`src/include/vcu_consts.svh`:
```
// vector control unit constants
`ifndef VCU_CONSTS_SVH
`define VCU_CONSTS_SVH

`define VCU_VLEN        4096   // bits per vector register
`define VCU_PORTS       4      // write-port groups
`define VCU_DEP_DELAY   4      // extra blocked cycles after a port frees up
`define VCU_VL_RESET    128

// class strobe bit positions
`define VCU_CLS_CFG     5
`define VCU_CLS_IVV     4
`define VCU_CLS_IVI     3
`define VCU_CLS_IVX     2
`define VCU_CLS_MVV     1
`define VCU_CLS_MVX     0

// alu op codes
`define VCU_OP_NOP      5'd0
`define VCU_OP_ADD      5'd1
`define VCU_OP_SUB      5'd2
`define VCU_OP_AND      5'd3
`define VCU_OP_OR       5'd4
`define VCU_OP_XOR      5'd5
`define VCU_OP_SLL      5'd6
`define VCU_OP_SRL      5'd7
`define VCU_OP_SRA      5'd8
`define VCU_OP_SEQ      5'd9
`define VCU_OP_SNEQ     5'd10
`define VCU_OP_MUL      5'd11
`define VCU_OP_MULHU    5'd12
`define VCU_OP_MULH     5'd13
`define VCU_OP_MACC     5'd14

`endif

```
`src/source/vcu_pkg.sv`:
```
// vector control unit types
`include "vcu_consts.svh"

package vcu_pkg;

   typedef logic [31:0] instr_word_t;
   typedef logic [31:0] xdata_t;       // scalar operand from the scheduler
   typedef logic [31:0] vl_t;
   typedef logic [4:0]  vreg_idx_t;
   typedef logic [5:0]  cls_t;         // one-hot class strobes
   typedef logic [4:0]  alu_op_t;
   typedef logic [`VCU_PORTS-1:0] port_mask_t;

   // same layout as the low bits of vtype in rs2
   typedef struct packed {
      logic [2:0] sew;
      logic [2:0] lmul;
   } vtype_t;

   // contents of the hold register
   typedef struct packed {
      instr_word_t word;
      xdata_t      rs1;
      xdata_t      rs2;
      cls_t        cls;
   } held_instr_t;

   // decoded alu control, 20 bits
   typedef struct packed {
      alu_op_t    alu_op;
      logic [1:0] op2_sel;       // 0 vv, 1 vx, 2 vi
      logic [4:0] imm;
      logic       mask;
      logic [1:0] wdata_width;
      vreg_idx_t  vd;
   } alu_ctrl_t;

endpackage

```
`src/source/vcu_config.sv`:
```
// vtype and vector length registers
`timescale 1ns/1ps
`include "vcu_consts.svh"

module vcu_config (
   input  logic                clk,
   input  logic                rstn,
   input  vcu_pkg::held_instr_t hold_i,
   input  logic                held_i,
   output vcu_pkg::vtype_t     vtype_o,
   output vcu_pkg::vl_t        vl_o
);
   import vcu_pkg::*;

   localparam int VLMAX_TOP = (`VCU_VLEN / 8) << 3;   // sew 8 bits at lmul 8

   vtype_t     vtype_q, vtype_d;
   vl_t        vl_q, vl_d;
   vl_t        vlmax, vlmax_base;
   logic [2:0] lmul_neg;
   logic       cfg_take;

   // vsetivli (bits 31:30 = 11) is not handled here
   assign cfg_take = held_i & hold_i.cls[`VCU_CLS_CFG] & ~(&hold_i.word[31:30]);

   always_comb
   begin
      vtype_d = vtype_q;
      if (!hold_i.word[31])                 // vsetvli, vtype from immediate
      begin
         vtype_d.lmul = hold_i.word[22:20];
         vtype_d.sew  = hold_i.word[25:23];
      end
      else if (!hold_i.word[30])            // vsetvl
         vtype_d = vtype_t'(hold_i.rs2[5:0]);
   end

   assign vlmax_base = vl_t'(`VCU_VLEN / 8) >> vtype_d.sew;
   assign lmul_neg   = 3'd0 - vtype_d.lmul;   // 8 - lmul for the fractional codes

   always_comb
   begin
      if (!vtype_d.lmul[2])
         vlmax = vlmax_base << vtype_d.lmul[1:0];
      else if (vtype_d.lmul == 3'd4)
         vlmax = '0;                        // reserved lmul code
      else
         vlmax = vlmax_base >> lmul_neg;
   end

   // rs1 field picks the requested avl, rd field alone asks for vlmax
   always_comb
   begin
      if (hold_i.word[19:15] != 5'd0)
         vl_d = (hold_i.rs1 < vlmax) ? hold_i.rs1 : vlmax;
      else if (hold_i.word[11:7] != 5'd0)
         vl_d = vlmax;
      else
         vl_d = vl_q;
   end

   always_ff @(posedge clk)
   begin
      if (!rstn)
      begin
         vtype_q <= '{sew: 3'd2, lmul: 3'd0};
         vl_q    <= vl_t'(`VCU_VL_RESET);
      end
      else if (cfg_take)
      begin
         vtype_q <= vtype_d;
         vl_q    <= vl_d;
      end
   end

   assign vtype_o = vtype_q;
   assign vl_o    = vl_q;

   a_vl_bound: assert property (@(posedge clk) disable iff (!rstn) vl_q <= vl_t'(VLMAX_TOP));

endmodule

```
`src/source/vcu_decode.sv`:
```
// arithmetic instruction decode
`timescale 1ns/1ps
`include "vcu_consts.svh"

module vcu_decode (
   input  vcu_pkg::held_instr_t hold_i,
   input  vcu_pkg::vtype_t      vtype_i,
   output vcu_pkg::alu_ctrl_t   ctrl_o,
   output vcu_pkg::vreg_idx_t   vs1_o,
   output vcu_pkg::vreg_idx_t   vs2_o,
   output logic                 uses_vs1_o
);
   import vcu_pkg::*;

   logic [5:0] funct6;
   logic       opi, opm;
   logic       vv, vx, vi;
   logic       widen;
   alu_op_t    opi_op, opm_op;

   assign funct6 = hold_i.word[31:26];

   assign opi = hold_i.cls[`VCU_CLS_IVV] | hold_i.cls[`VCU_CLS_IVI] | hold_i.cls[`VCU_CLS_IVX];
   assign opm = hold_i.cls[`VCU_CLS_MVV] | hold_i.cls[`VCU_CLS_MVX];
   assign vv  = hold_i.cls[`VCU_CLS_IVV] | hold_i.cls[`VCU_CLS_MVV];
   assign vx  = hold_i.cls[`VCU_CLS_IVX] | hold_i.cls[`VCU_CLS_MVX];
   assign vi  = hold_i.cls[`VCU_CLS_IVI];

   // widening ops in the opm space start with 11
   assign widen = opm & (funct6[5:4] == 2'b11);

   always_comb
   begin
      opi_op = `VCU_OP_NOP;
      opm_op = `VCU_OP_NOP;
      case (funct6)
         6'b000000: opi_op = `VCU_OP_ADD;
         6'b000010: opi_op = `VCU_OP_SUB;
         6'b001001: opi_op = `VCU_OP_AND;
         6'b001010: opi_op = `VCU_OP_OR;
         6'b001011: opi_op = `VCU_OP_XOR;
         6'b100101: opi_op = `VCU_OP_SLL;
         6'b101000: opi_op = `VCU_OP_SRL;
         6'b101001: opi_op = `VCU_OP_SRA;
         6'b011000: opi_op = `VCU_OP_SEQ;
         6'b011001: opi_op = `VCU_OP_SNEQ;
         default:   opi_op = `VCU_OP_NOP;
      endcase
      case (funct6)
         6'b100101: opm_op = `VCU_OP_MUL;
         6'b100100: opm_op = `VCU_OP_MULHU;
         6'b100111: opm_op = `VCU_OP_MULH;
         6'b101101: opm_op = `VCU_OP_MACC;   // vmacc
         default:   opm_op = `VCU_OP_NOP;
      endcase
   end

   always_comb
   begin
      ctrl_o.alu_op = opi ? opi_op : (opm ? opm_op : `VCU_OP_NOP);
      if (vv)
         ctrl_o.op2_sel = 2'd0;
      else if (vx)
         ctrl_o.op2_sel = 2'd1;
      else if (vi)
         ctrl_o.op2_sel = 2'd2;
      else
         ctrl_o.op2_sel = 2'd3;                // no arithmetic class held
      ctrl_o.imm         = hold_i.word[19:15];
      ctrl_o.mask        = ~hold_i.word[25];   // vm bit clear means masked
      ctrl_o.wdata_width = widen ? vtype_i.sew[1:0] + 2'd2 : vtype_i.sew[1:0] + 2'd1;
      ctrl_o.vd          = hold_i.word[11:7];
   end

   assign vs1_o      = hold_i.word[19:15];
   assign vs2_o      = hold_i.word[24:20];
   assign uses_vs1_o = vv;   // vs1 field is a register only for vv forms

endmodule

```
`src/source/vcu_port_alloc.sv`:
```
// write-port group allocation
`timescale 1ns/1ps

module vcu_port_alloc (
   input  logic                clk,
   input  logic                rstn,
   input  logic                issue_i,
   input  logic                hazard_i,
   input  vcu_pkg::port_mask_t port_ready_i,
   output vcu_pkg::port_mask_t start_o
);
   import vcu_pkg::*;

   port_mask_t busy_q;
   port_mask_t avail;
   port_mask_t pick;

   // a port just started still shows ready for one cycle
   assign avail = port_ready_i & ~busy_q;

   // isolate lowest set bit
   assign pick = avail & port_mask_t'(~avail + 1'b1);

   assign start_o = (issue_i && !hazard_i) ? pick : '0;

   // busy from start until the lane drops ready
   always_ff @(posedge clk)
   begin
      if (!rstn)
         busy_q <= '0;
      else
         busy_q <= (busy_q | start_o) & port_ready_i;
   end

   a_start_onehot: assert property (@(posedge clk) disable iff (!rstn)
      $onehot0(start_o));

   // only a ready port that did not start in the previous cycle
   a_start_avail: assert property (@(posedge clk) disable iff (!rstn)
      (start_o & ~(port_ready_i & ~$past(start_o))) == '0);

endmodule

```
`src/source/vcu_hazard.sv`:
```
// read-after-write hazard tracking
`timescale 1ns/1ps
`include "vcu_consts.svh"

module vcu_hazard (
   input  logic                clk,
   input  logic                rstn,
   input  vcu_pkg::port_mask_t start_i,
   input  vcu_pkg::port_mask_t port_ready_i,
   input  vcu_pkg::vreg_idx_t  vd_i,
   input  vcu_pkg::vreg_idx_t  vs1_i,
   input  vcu_pkg::vreg_idx_t  vs2_i,
   input  logic                uses_vs1_i,
   output logic                hazard_o
);
   import vcu_pkg::*;

   localparam int CNT_W = $clog2(`VCU_DEP_DELAY + 1);

   vreg_idx_t        dest_q [`VCU_PORTS];
   logic [CNT_W-1:0] cnt_q [`VCU_PORTS];
   port_mask_t       valid_q, inflight_q, match;

   always_ff @(posedge clk)
   begin
      for (int p = 0; p < `VCU_PORTS; p++)
      begin
         if (start_i[p])
            dest_q[p] <= vd_i;
      end
   end

   always_ff @(posedge clk)
   begin
      if (!rstn)
      begin
         valid_q    <= '0;
         inflight_q <= '0;
         for (int p = 0; p < `VCU_PORTS; p++)
            cnt_q[p] <= '0;
      end
      else
      begin
         for (int p = 0; p < `VCU_PORTS; p++)
         begin
            if (start_i[p])
            begin
               valid_q[p]    <= 1'b1;
               inflight_q[p] <= 1'b1;
               cnt_q[p]      <= CNT_W'(`VCU_DEP_DELAY);
            end
            else if (|start_i && valid_q[p] && dest_q[p] == vd_i)
            begin
               valid_q[p]    <= 1'b0;      // newer writer of vd takes over
               inflight_q[p] <= 1'b0;
            end
            else if (inflight_q[p])
            begin
               if (port_ready_i[p])
                  inflight_q[p] <= 1'b0;   // lane done, start the countdown
            end
            else if (valid_q[p])
            begin
               if (cnt_q[p] == CNT_W'(1))
                  valid_q[p] <= 1'b0;
               cnt_q[p] <= cnt_q[p] - 1'b1;
            end
         end
      end
   end

   always_comb
   begin
      for (int p = 0; p < `VCU_PORTS; p++)
         match[p] = valid_q[p] &&
                    (dest_q[p] == vs2_i || (uses_vs1_i && dest_q[p] == vs1_i));
   end

   assign hazard_o = |match;

endmodule

```
`src/source/v_cu_top.sv`:
```
// vector control unit issue stage
`timescale 1ns/1ps
`include "vcu_consts.svh"

module v_cu_top (
   input  logic                 clk,
   input  logic                 rstn,
   input  vcu_pkg::cls_t        instr_vld_i,
   output logic                 instr_rdy_o,
   input  vcu_pkg::instr_word_t vector_instr_i,
   input  vcu_pkg::xdata_t      scalar_rs1_i,
   input  vcu_pkg::xdata_t      scalar_rs2_i,
   input  vcu_pkg::port_mask_t  port_group_ready_i,
   output vcu_pkg::port_mask_t  start_o,
   output logic [2:0]           sew_o,
   output logic [2:0]           lmul_o,
   output vcu_pkg::vl_t         vl_o,
   output vcu_pkg::alu_op_t     alu_opmode_o,
   output logic [1:0]           op2_sel_o,
   output vcu_pkg::xdata_t      alu_x_data_o,
   output logic [4:0]           alu_imm_o,
   output logic                 vector_mask_o,
   output logic [1:0]           wdata_width_o,
   output vcu_pkg::vreg_idx_t   vd_o
);
   import vcu_pkg::*;

   held_instr_t hold_q;
   logic        held_q;
   logic        take, is_cfg, issue, hazard, uses_vs1;
   vtype_t      vtype;
   alu_ctrl_t   ctrl;
   vreg_idx_t   vs1, vs2;

   assign instr_rdy_o = ~held_q;
   assign take        = (|instr_vld_i) & instr_rdy_o;
   assign is_cfg      = hold_q.cls[`VCU_CLS_CFG];
   assign issue       = held_q & ~is_cfg;   // arithmetic waiting for a port

   always_ff @(posedge clk)
   begin
      if (take)
         hold_q <= '{word: vector_instr_i, rs1: scalar_rs1_i, rs2: scalar_rs2_i,
                     cls: instr_vld_i};
   end

   // config leaves after one cycle, arithmetic on its start
   always_ff @(posedge clk)
   begin
      if (!rstn)
         held_q <= 1'b0;
      else if (take)
         held_q <= 1'b1;
      else if (held_q && (is_cfg || |start_o))
         held_q <= 1'b0;
   end

   vcu_config u_config (
      .clk     (clk),
      .rstn    (rstn),
      .hold_i  (hold_q),
      .held_i  (held_q),
      .vtype_o (vtype),
      .vl_o    (vl_o)
   );

   vcu_decode u_decode (
      .hold_i     (hold_q),
      .vtype_i    (vtype),
      .ctrl_o     (ctrl),
      .vs1_o      (vs1),
      .vs2_o      (vs2),
      .uses_vs1_o (uses_vs1)
   );

   vcu_port_alloc u_port_alloc (
      .clk          (clk),
      .rstn         (rstn),
      .issue_i      (issue),
      .hazard_i     (hazard),
      .port_ready_i (port_group_ready_i),
      .start_o      (start_o)
   );

   vcu_hazard u_hazard (
      .clk          (clk),
      .rstn         (rstn),
      .start_i      (start_o),
      .port_ready_i (port_group_ready_i),
      .vd_i         (ctrl.vd),
      .vs1_i        (vs1),
      .vs2_i        (vs2),
      .uses_vs1_i   (uses_vs1),
      .hazard_o     (hazard)
   );

   assign sew_o         = vtype.sew;
   assign lmul_o        = vtype.lmul;
   assign alu_opmode_o  = ctrl.alu_op;
   assign op2_sel_o     = ctrl.op2_sel;
   assign alu_imm_o     = ctrl.imm;
   assign vector_mask_o = ctrl.mask;
   assign wdata_width_o = ctrl.wdata_width;
   assign vd_o          = ctrl.vd;
   assign alu_x_data_o  = hold_q.rs1;   // scalar operand for vx forms

endmodule

```
`config.mk`:
```
export PLATFORM = sky130hd
export DESIGN_NAME = v_cu_top
export DESIGN_NICKNAME = d
export VERILOG_FILES = /design/src/source/vcu_pkg.sv /design/src/source/vcu_config.sv /design/src/source/vcu_decode.sv /design/src/source/vcu_port_alloc.sv /design/src/source/vcu_hazard.sv /design/src/source/v_cu_top.sv
export VERILOG_INCLUDE_DIRS = /design/src /design/src/include
export SDC_FILE = /design/constraint.sdc
export NUM_CORES = 1
export LEC_CHECK = 0
export ABC_AREA = 1
export BUFFER_PORTS_ARGS = -buffer_cell sky130_fd_sc_hd__buf_2
export CAP_MARGIN = 20
export CORE_UTILIZATION = 53
export DETAILED_ROUTE_END_ITERATION = 10
export PLACE_DENSITY = 0.8
export SYNTH_ARGS = -nofsm -noshare
export SYNTH_HDL_FRONTEND = slang
export SYNTH_SLANG_ARGS = --single-unit
```
`constraint.sdc`:
```
create_clock -name clk -period 5.15 [get_ports clk]
set_input_delay 0.7725 -clock clk [delete_from_list [all_inputs] [get_ports clk]]
set_output_delay 0.7725 -clock clk [all_outputs]
set_load 0.02 [all_outputs]
```
After elaboration in Yosys (flattened, before gate mapping)
Memory sizes are Yosys's and may differ from the RTL's.
Cells that the tools add are included.
- output and inout bits: 95
- flip-flop bits (word level): 127
- RAM bits: 32
- logic and storage cells: 239
- memories kept: 2
- input port bits: 108
- reductions and logical operators: 37
- shift-type cells: 3
- bitwise operators: 28
- magnitude comparators: 1
- add/sub/neg operators: 8
- muxes and demuxes: 112
- eq/ne operators: 34
- memories (name ; depth ; width ; read ports ; clocked after memory_dff ; wr ports ; RTL line ; source):
    u_hazard.dest_q ; 4 ; 5 ; 4 ; 0 ; 1 ; vcu_hazard.sv:20 ; vreg_idx_t dest_q [`VCU_PORTS];
    u_hazard.cnt_q ; 4 ; 3 ; 4 ; 0 ; 4 ; vcu_hazard.sv:21 ; logic [CNT_W-1:0] cnt_q [`VCU_PORTS];
- operators by type and width (cell ; number):
    two-way mux 32 bit ; 5
    two-way mux 1 bit ; 83
    == test 5 bit ; 12
    case mux 4 bit (10 select lines) ; 1
    == test 6 bit, second input constant ; 6
    < comparator 32 bit ; 1
    << shifter 32 x 2 -> 32 bit ; 1
    right shift 10 x 3 -> 32 bit, first input constant ; 1
    right shift 32 x 3 -> 32 bit ; 1
    two-way mux 3 bit ; 8
    two-way mux 5 bit ; 4
    == test 6 x 4 -> 1 bit, second input constant ; 3
    logical AND 1 bit ; 18
    case mux 4 bit (4 select lines) ; 1
    OR reduction 5 bit ; 3
    OR 1 bit ; 13
    AND 4 bit ; 3
    == test 3 x 1 -> 1 bit, second input constant ; 4
    == test 6 x 5 -> 1 bit, second input constant ; 2
    two-way mux 2 bit ; 6
    two-way mux 6 bit ; 2
    != test 3 bit, second input constant ; 4
    subtractor 3 x 1 -> 3 bit, second input constant ; 4
    nonzero test 5 bit ; 2
    19 further kinds ; 35

Depth between registers and ports, before layout
An unclocked memory read counts as a cell.
- depth after elaboration: 17
- depth in mapped cells: 27

By module
Synthesis repeated with hierarchy kept, for this count alone.
- cells, all modules: 1036
- area, all modules: 9390.3 µm²
- by module, submodules not included (module ; cells an instance ; times used ; area an instance (µm²)):
    v_cu_top ; 148 ; 1 ; 3392.0
    vcu_hazard ; 380 ; 1 ; 2670.1
    vcu_config ; 385 ; 1 ; 2610.0
    vcu_decode ; 93 ; 1 ; 499.2
    vcu_port_alloc ; 30 ; 1 ; 219.0

Least setup slack after synthesis
Ideal clock, no wire load.
- kind: register -> register
- from: reg hold_q[100] (netlist bit)
- to: reg u_config.vl_q[10] (netlist: u_config.vl_o[10])
- period minus slack after synthesis: 3594 ps
- stages on the path, launching flop included: 22
- path buffers: 2
- slack: 1556 ps
- arrival: 3462 ps
- path through: edfxtp_1 -> inv_2 -> nand2_1 -> nor2_1 -> nor2_2 -> buf_2 -> ha_1 -> ha_1 -> inv_1 -> nor2_1 -> inv_1 -> nor3_1 -> a221oi_1 -> ha_1 -> a21oi_1 -> nand3b_1 -> a21oi_1 -> nor3_1 -> clkbuf_1 -> nand3_1 -> nand3_1 -> a21oi_1
- word-level cells in the longest chain between the ends: 9
- elaborated cells between the ends (all ways): 17
- those cells by class: add/sub: 1; order compare: 1; eq/ne: 1; shift: 3; mux: 7; bitwise: 2; reduce/logical: 2
- ends and longest elaborated chain (item ; RTL line ; source):
    start: declaration ; v_cu_top.sv:28 ; held_instr_t hold_q;
    start signal: assignment ; v_cu_top.sv:43 ; hold_q <= '{word: vector_instr_i, rs1: scalar_rs1_i, rs2: scalar_rs2_i,
    two-way mux 6 bit ; vcu_config.sv:34 ; else if (!hold_i.word[30])
    two-way mux 6 bit ; vcu_config.sv:29 ; if (!hold_i.word[31])
    subtractor 1 x 3 -> 3 bit or right shift 10 x 3 -> 32 bit (tied branches) ; vcu_config.sv:39, vcu_config.sv:38 ;
    right shift 32 x 3 -> 32 bit ; vcu_config.sv:48 ; vlmax = vlmax_base >> lmul_neg;
    two-way mux 32 bit ; vcu_config.sv:45 ; else if (vtype_d.lmul == 3'd4)
    two-way mux 32 bit ; vcu_config.sv:43 ; if (!vtype_d.lmul[2])
    < comparator 32 bit ; vcu_config.sv:55 ; vl_d = (hold_i.rs1 < vlmax) ? hold_i.rs1 : vlmax;
    two-way mux 32 bit ; vcu_config.sv:55 ;
    two-way mux 32 bit ; vcu_config.sv:54 ; if (hold_i.word[19:15] != 5'd0)
    end signal: assignment ; vcu_config.sv:67 ; vl_q <= vl_t'(`VCU_VL_RESET);
    end signal: assignment ; vcu_config.sv:72 ; vl_q <= vl_d;
    end: declaration ; vcu_config.sv:18 ; vl_t vl_q, vl_d;
Several ways; a longest one is shown, not always the timed one. The select of a mux whose other input is x is not followed.
A chain may end at the register's enable or synchronous reset.

Worst setup path after layout
- from: reg hold_q[101] (netlist bit)
- to: reg u_config.vl_q[0] (netlist: u_config.vl_o[0])
- word-level cells in the longest chain between the ends: 8
- elaborated cells between the ends (all ways): 16
- those cells by class: add/sub: 1; order compare: 1; eq/ne: 1; shift: 3; mux: 6; bitwise: 2; reduce/logical: 2
- ends and longest elaborated chain (item ; RTL line):
    two-way mux 6 bit ; vcu_config.sv:29
    subtractor 1 x 3 -> 3 bit or right shift 10 x 3 -> 32 bit (tied branches) ; vcu_config.sv:39, vcu_config.sv:38
    right shift 32 x 3 -> 32 bit ; vcu_config.sv:48
    two-way mux 32 bit ; vcu_config.sv:45
    two-way mux 32 bit ; vcu_config.sv:43
    < comparator 32 bit ; vcu_config.sv:55
    two-way mux 32 bit ; vcu_config.sv:55
    two-way mux 32 bit ; vcu_config.sv:54
Several ways; a longest one is shown, not always the timed one. The select of a mux whose other input is x is not followed.

==> out/summary.log <==
INFO  run_status     outcome=finished clean
INFO  clocking       max-clock-path-buffers=2
INFO  grt            all_layer_gr_usage=0.257
INFO  route          drt.antenna.violating_nets=0
INFO  sta            final-max-slew-violation-count=0
INFO  cells_and_area layout.nets=1121
INFO  grt            grt_first_pass_wirelength=29.4mm
INFO  sta            setup-violations-final=0
INFO  synth          yosys_warnings=0
INFO  floorplan      design.portCount=203
INFO  sta            setup_total_negative_slack=0ps
INFO  synth          sequential_cell_area_fraction_in_the_yosys_report=0.516
INFO  sta            period_share=0.870
INFO  placement      place_hpwl=13.8mm
INFO  pwr            clkPwrFrac=0.394
INFO  sta            timing.max_slew.rel_slack=0.355
INFO  pwr            power_frac_seq=0.445
INFO  min_path       worstHoldStart=u_config.vl_o[20]
INFO  synth          synth-async-reset-ratio=0
INFO  clocking       clk_pin_slew_worst_paths=70ps
INFO  sta            min_period=4480ps
INFO  cells_and_area ant_cells=0
INFO  route          drtPass1Iterations=5
INFO  worst_setup_path crit_path_end_kind=flop
INFO  cells_and_area utilization=0.638
INFO  pwr            power_per_cell_area=354nW/um^2
INFO  pwr            power.net_switching=0.000926W
INFO  cells_and_area drive_gt1_frac=0.227
INFO  clocking       post-cts-setup-buffer-count=0
INFO  placement      io_buffer_count=165
INFO  clocking       cts.repair.resized=0
INFO  worst_setup_path worstPathArrival=4830ps
INFO  synth          netlist_area=7690um^2
INFO  grt            grt_antenna_before_repair=0
INFO  clocking       cts.hold.buffers_added=0
INFO  run            drv.max_cap_violation_count=0
INFO  pwr            swShare=0.292
INFO  placement      placement.setup.worst_slack=702ps
INFO  sta            rsz0062_at_grt=false
INFO  sta            fin_ws=667ps
INFO  floorplan      coreArea=14000um^2
INFO  pwr            total_leakage_power=4.04nW
INFO  placement      place.gp.congestion=0.929
INFO  sta            max_slew.worst_pin.slew=966ps
INFO  route          post_drt_via_cell_ratio=5.48
INFO  clocking       cts_num_sinks=149
INFO  floorplan      floorplan.die.height=122um
INFO  cells_and_area synthToLayoutAreaGrowth=16.6%
INFO  sta            achievable-frequency=223MHz
INFO  min_path       hold_depth=2
INFO  synth          synth_cells=864
INFO  worst_setup_path reg2reg_from=hold_q[101]
INFO  worst_setup_path timing_worst_setup_path_type=reg2reg
INFO  placement      placement.cell_area=8370um^2
INFO  route          first_iter_violations=632
INFO  clocking       htree_num_levels=4
INFO  synth          yosys_most_used_dff=edfxtp_1
INFO  grt            grt_max_degree=37
INFO  worst_setup_path path_max_fanout=14
INFO  synth          post_synth_num_cell_types=44
INFO  pwr            p_int=0.00225W
INFO  sta            endpoints_failing_hold=0
INFO  synth          syn_nets=994
INFO  clocking       number_of_buffers_created_by_cts=17
INFO  pwr            pwr-share-comb=0.161
INFO  synth          synth.avg_cell_area=8.90um^2
INFO  synth          edff_count_synth=98
INFO  worst_setup_path worst_setup_path_startpoint=hold_q[101]
INFO  route          drc=0
INFO  floorplan      floorplan.die_area=15000um^2
INFO  floorplan      fp-row-count=43
INFO  floorplan      die-width=122um
INFO  clocking       tritoncts=built
INFO  synth          synth-seq-cells=149
INFO  floorplan      initial_util=0.548
INFO  grt            grt.overflow.total=0
INFO  clocking       cts_root_buf=clkbuf_16
INFO  pwr            vdd_ir_drop_max=0.339mV
INFO  worst_setup_path worstPathRequired=5500ps
INFO  sta            final.setup_skew=8.89ps
INFO  cells_and_area finish.instance_area=8960um^2
INFO  route          finalWirelength=18.9mm
INFO  min_path       timing.hold.worst.class=reg2reg
INFO  route          route.vias.total=6485
INFO  worst_setup_path timing.reg2reg.worst_path_depth=21
INFO  worst_setup_path critPathLaunchType=flop
INFO  route          routedWlPerCell=16.0um
INFO  grt            grt_pass1_vias=6004
INFO  clocking       worstSkewPairLatency=420ps
## through the flow
step	instances	total power [W]	hold slack, ps
floorplan	864	0.00181	452
global placement	1152	0.00193	424
detailed placement	1152	0.00194	425
CTS	1184	0.00318	436
global route	1184	0.00330	447
finish	1184	0.00318	437
## cells by family (layout without fill, tap and decap cells)
family | Yosys count | after routing | synth area share
other cells | 1 | 1 | 0.000488
compound gates | 139 | 139 | 0.107
simple gates | 364 | 364 | 0.213
flops | 149 | 149 | 0.516
fa+ha+maj | 22 | 22 | 0.0358
buf+inv | 171 | 311 | 0.107
xor+xnor | 18 | 18 | 0.0205
## synthesized netlist by cell type, types with 5 or more instances
| cell | instances | area [um^2] |
|---|---|---|
| nand2_1 | 158 | 593 |
| inv_1 | 103 | 387 |
| edfxtp_1 | 98 | 2940 |
| nor2_1 | 81 | 304 |
| nand3_1 | 69 | 345 |
| o21ai_0 | 52 | 260 |
| dfxtp_1 | 51 | 1020 |
| buf_4 | 43 | 323 |
| a21oi_1 | 38 | 190 |
| ha_1 | 22 | 275 |
| nor3_1 | 18 | 90.1 |
| o22ai_1 | 16 | 100 |
| clkbuf_1 | 14 | 52.6 |
| nand4_1 | 10 | 62.6 |
| xnor2_1 | 9 | 78.8 |
| xor2_1 | 9 | 78.8 |
| a221oi_1 | 8 | 70.1 |
| nor4_1 | 7 | 43.8 |
| nand3_2 | 5 | 50.1 |
## cell usage in the layout, fill, tap and decap left out, types with 22 or more instances in the layout
cell type / instances
inv_1: 102
nand2_1: 158
dfxtp_1: 51
nand3_1: 69
ha_1: 22
a21oi_1: 38
o21ai_0: 52
buf_2: 165
nor2_1: 81
edfxtp_1: 98
## final timing paths
kind / endpoint / slack [ps]
worst max-delay path: u_config.vl_o[0] / 670
worst min-delay path: u_config.vl_o[20] / 440
worst max register to register: u_config.vl_o[0] / 670
worst min register to register: u_config.vl_o[20] / 440
## final cells by class
type / count / area (um^2)
repair buffers: 171 / 871
flip-flops and latches: 149 / 3960
inverters: 108 / 408
multi-input cells: 544 / 2900
clock inverters: 15 / 173
clock buffers: 17 / 425
fillers: 1203 / 5080
well taps: 180 / 225
## power groups by stage
stage               registers (W)  logic [W]  clock network, W
floorplan                 0.00142   0.000388                 0
global placement          0.00144   0.000493                 0
detailed placement        0.00144   0.000503                 0
CTS                       0.00141   0.000507           0.00126
global route              0.00142   0.000566           0.00131
finish                    0.00141   0.000510           0.00125
## sequential cells by signal (all words and copies together), names as in the netlist
| register | count |
|---|---|
| u_hazard.valid_q | 4 |
| alu_x_data_o | 32 |
| u_hazard.cnt_q | 12 |
| u_hazard.inflight_q | 4 |
| u_config.vl_o | 32 |
| hold_q | 34 |
| u_port_alloc.busy_q | 4 |
| u_hazard.dest_q | 20 |
| held_q | 1 |
| u_config.vtype_o | 6 |
## metal layers
metal | global-route usage | vias up | share of wire
met1 | 0.319 | 3056 | 0.41
met3 | 0.0525 | 30 | 0.053
met4 | 0.0777 | 0 | 0.018
met5 | 0 | - | 0
li1 | - | 3157 | -
met2 | 0.448 | 242 | 0.52
## worst max-delay path, stage by stage, from the launching register on
cell and delay [ps]:
edfxtp_1 620, inv_1 220, nand2_1 140, o21ai_2 80
nor2_2 410, ha_1 250, ha_1 300, inv_1 170
nor2_1 80, inv_1 110, nor2_1 60, a2111oi_0 620
ha_1 350, nand2_1 60, nor2_1 40, nand2_1 50
nand2_1 60, nand2_2 220, nand2_2 230, nand2_1 140
nand3_1 70, a21oi_1 130
Power figures use the tool's default switching activity.
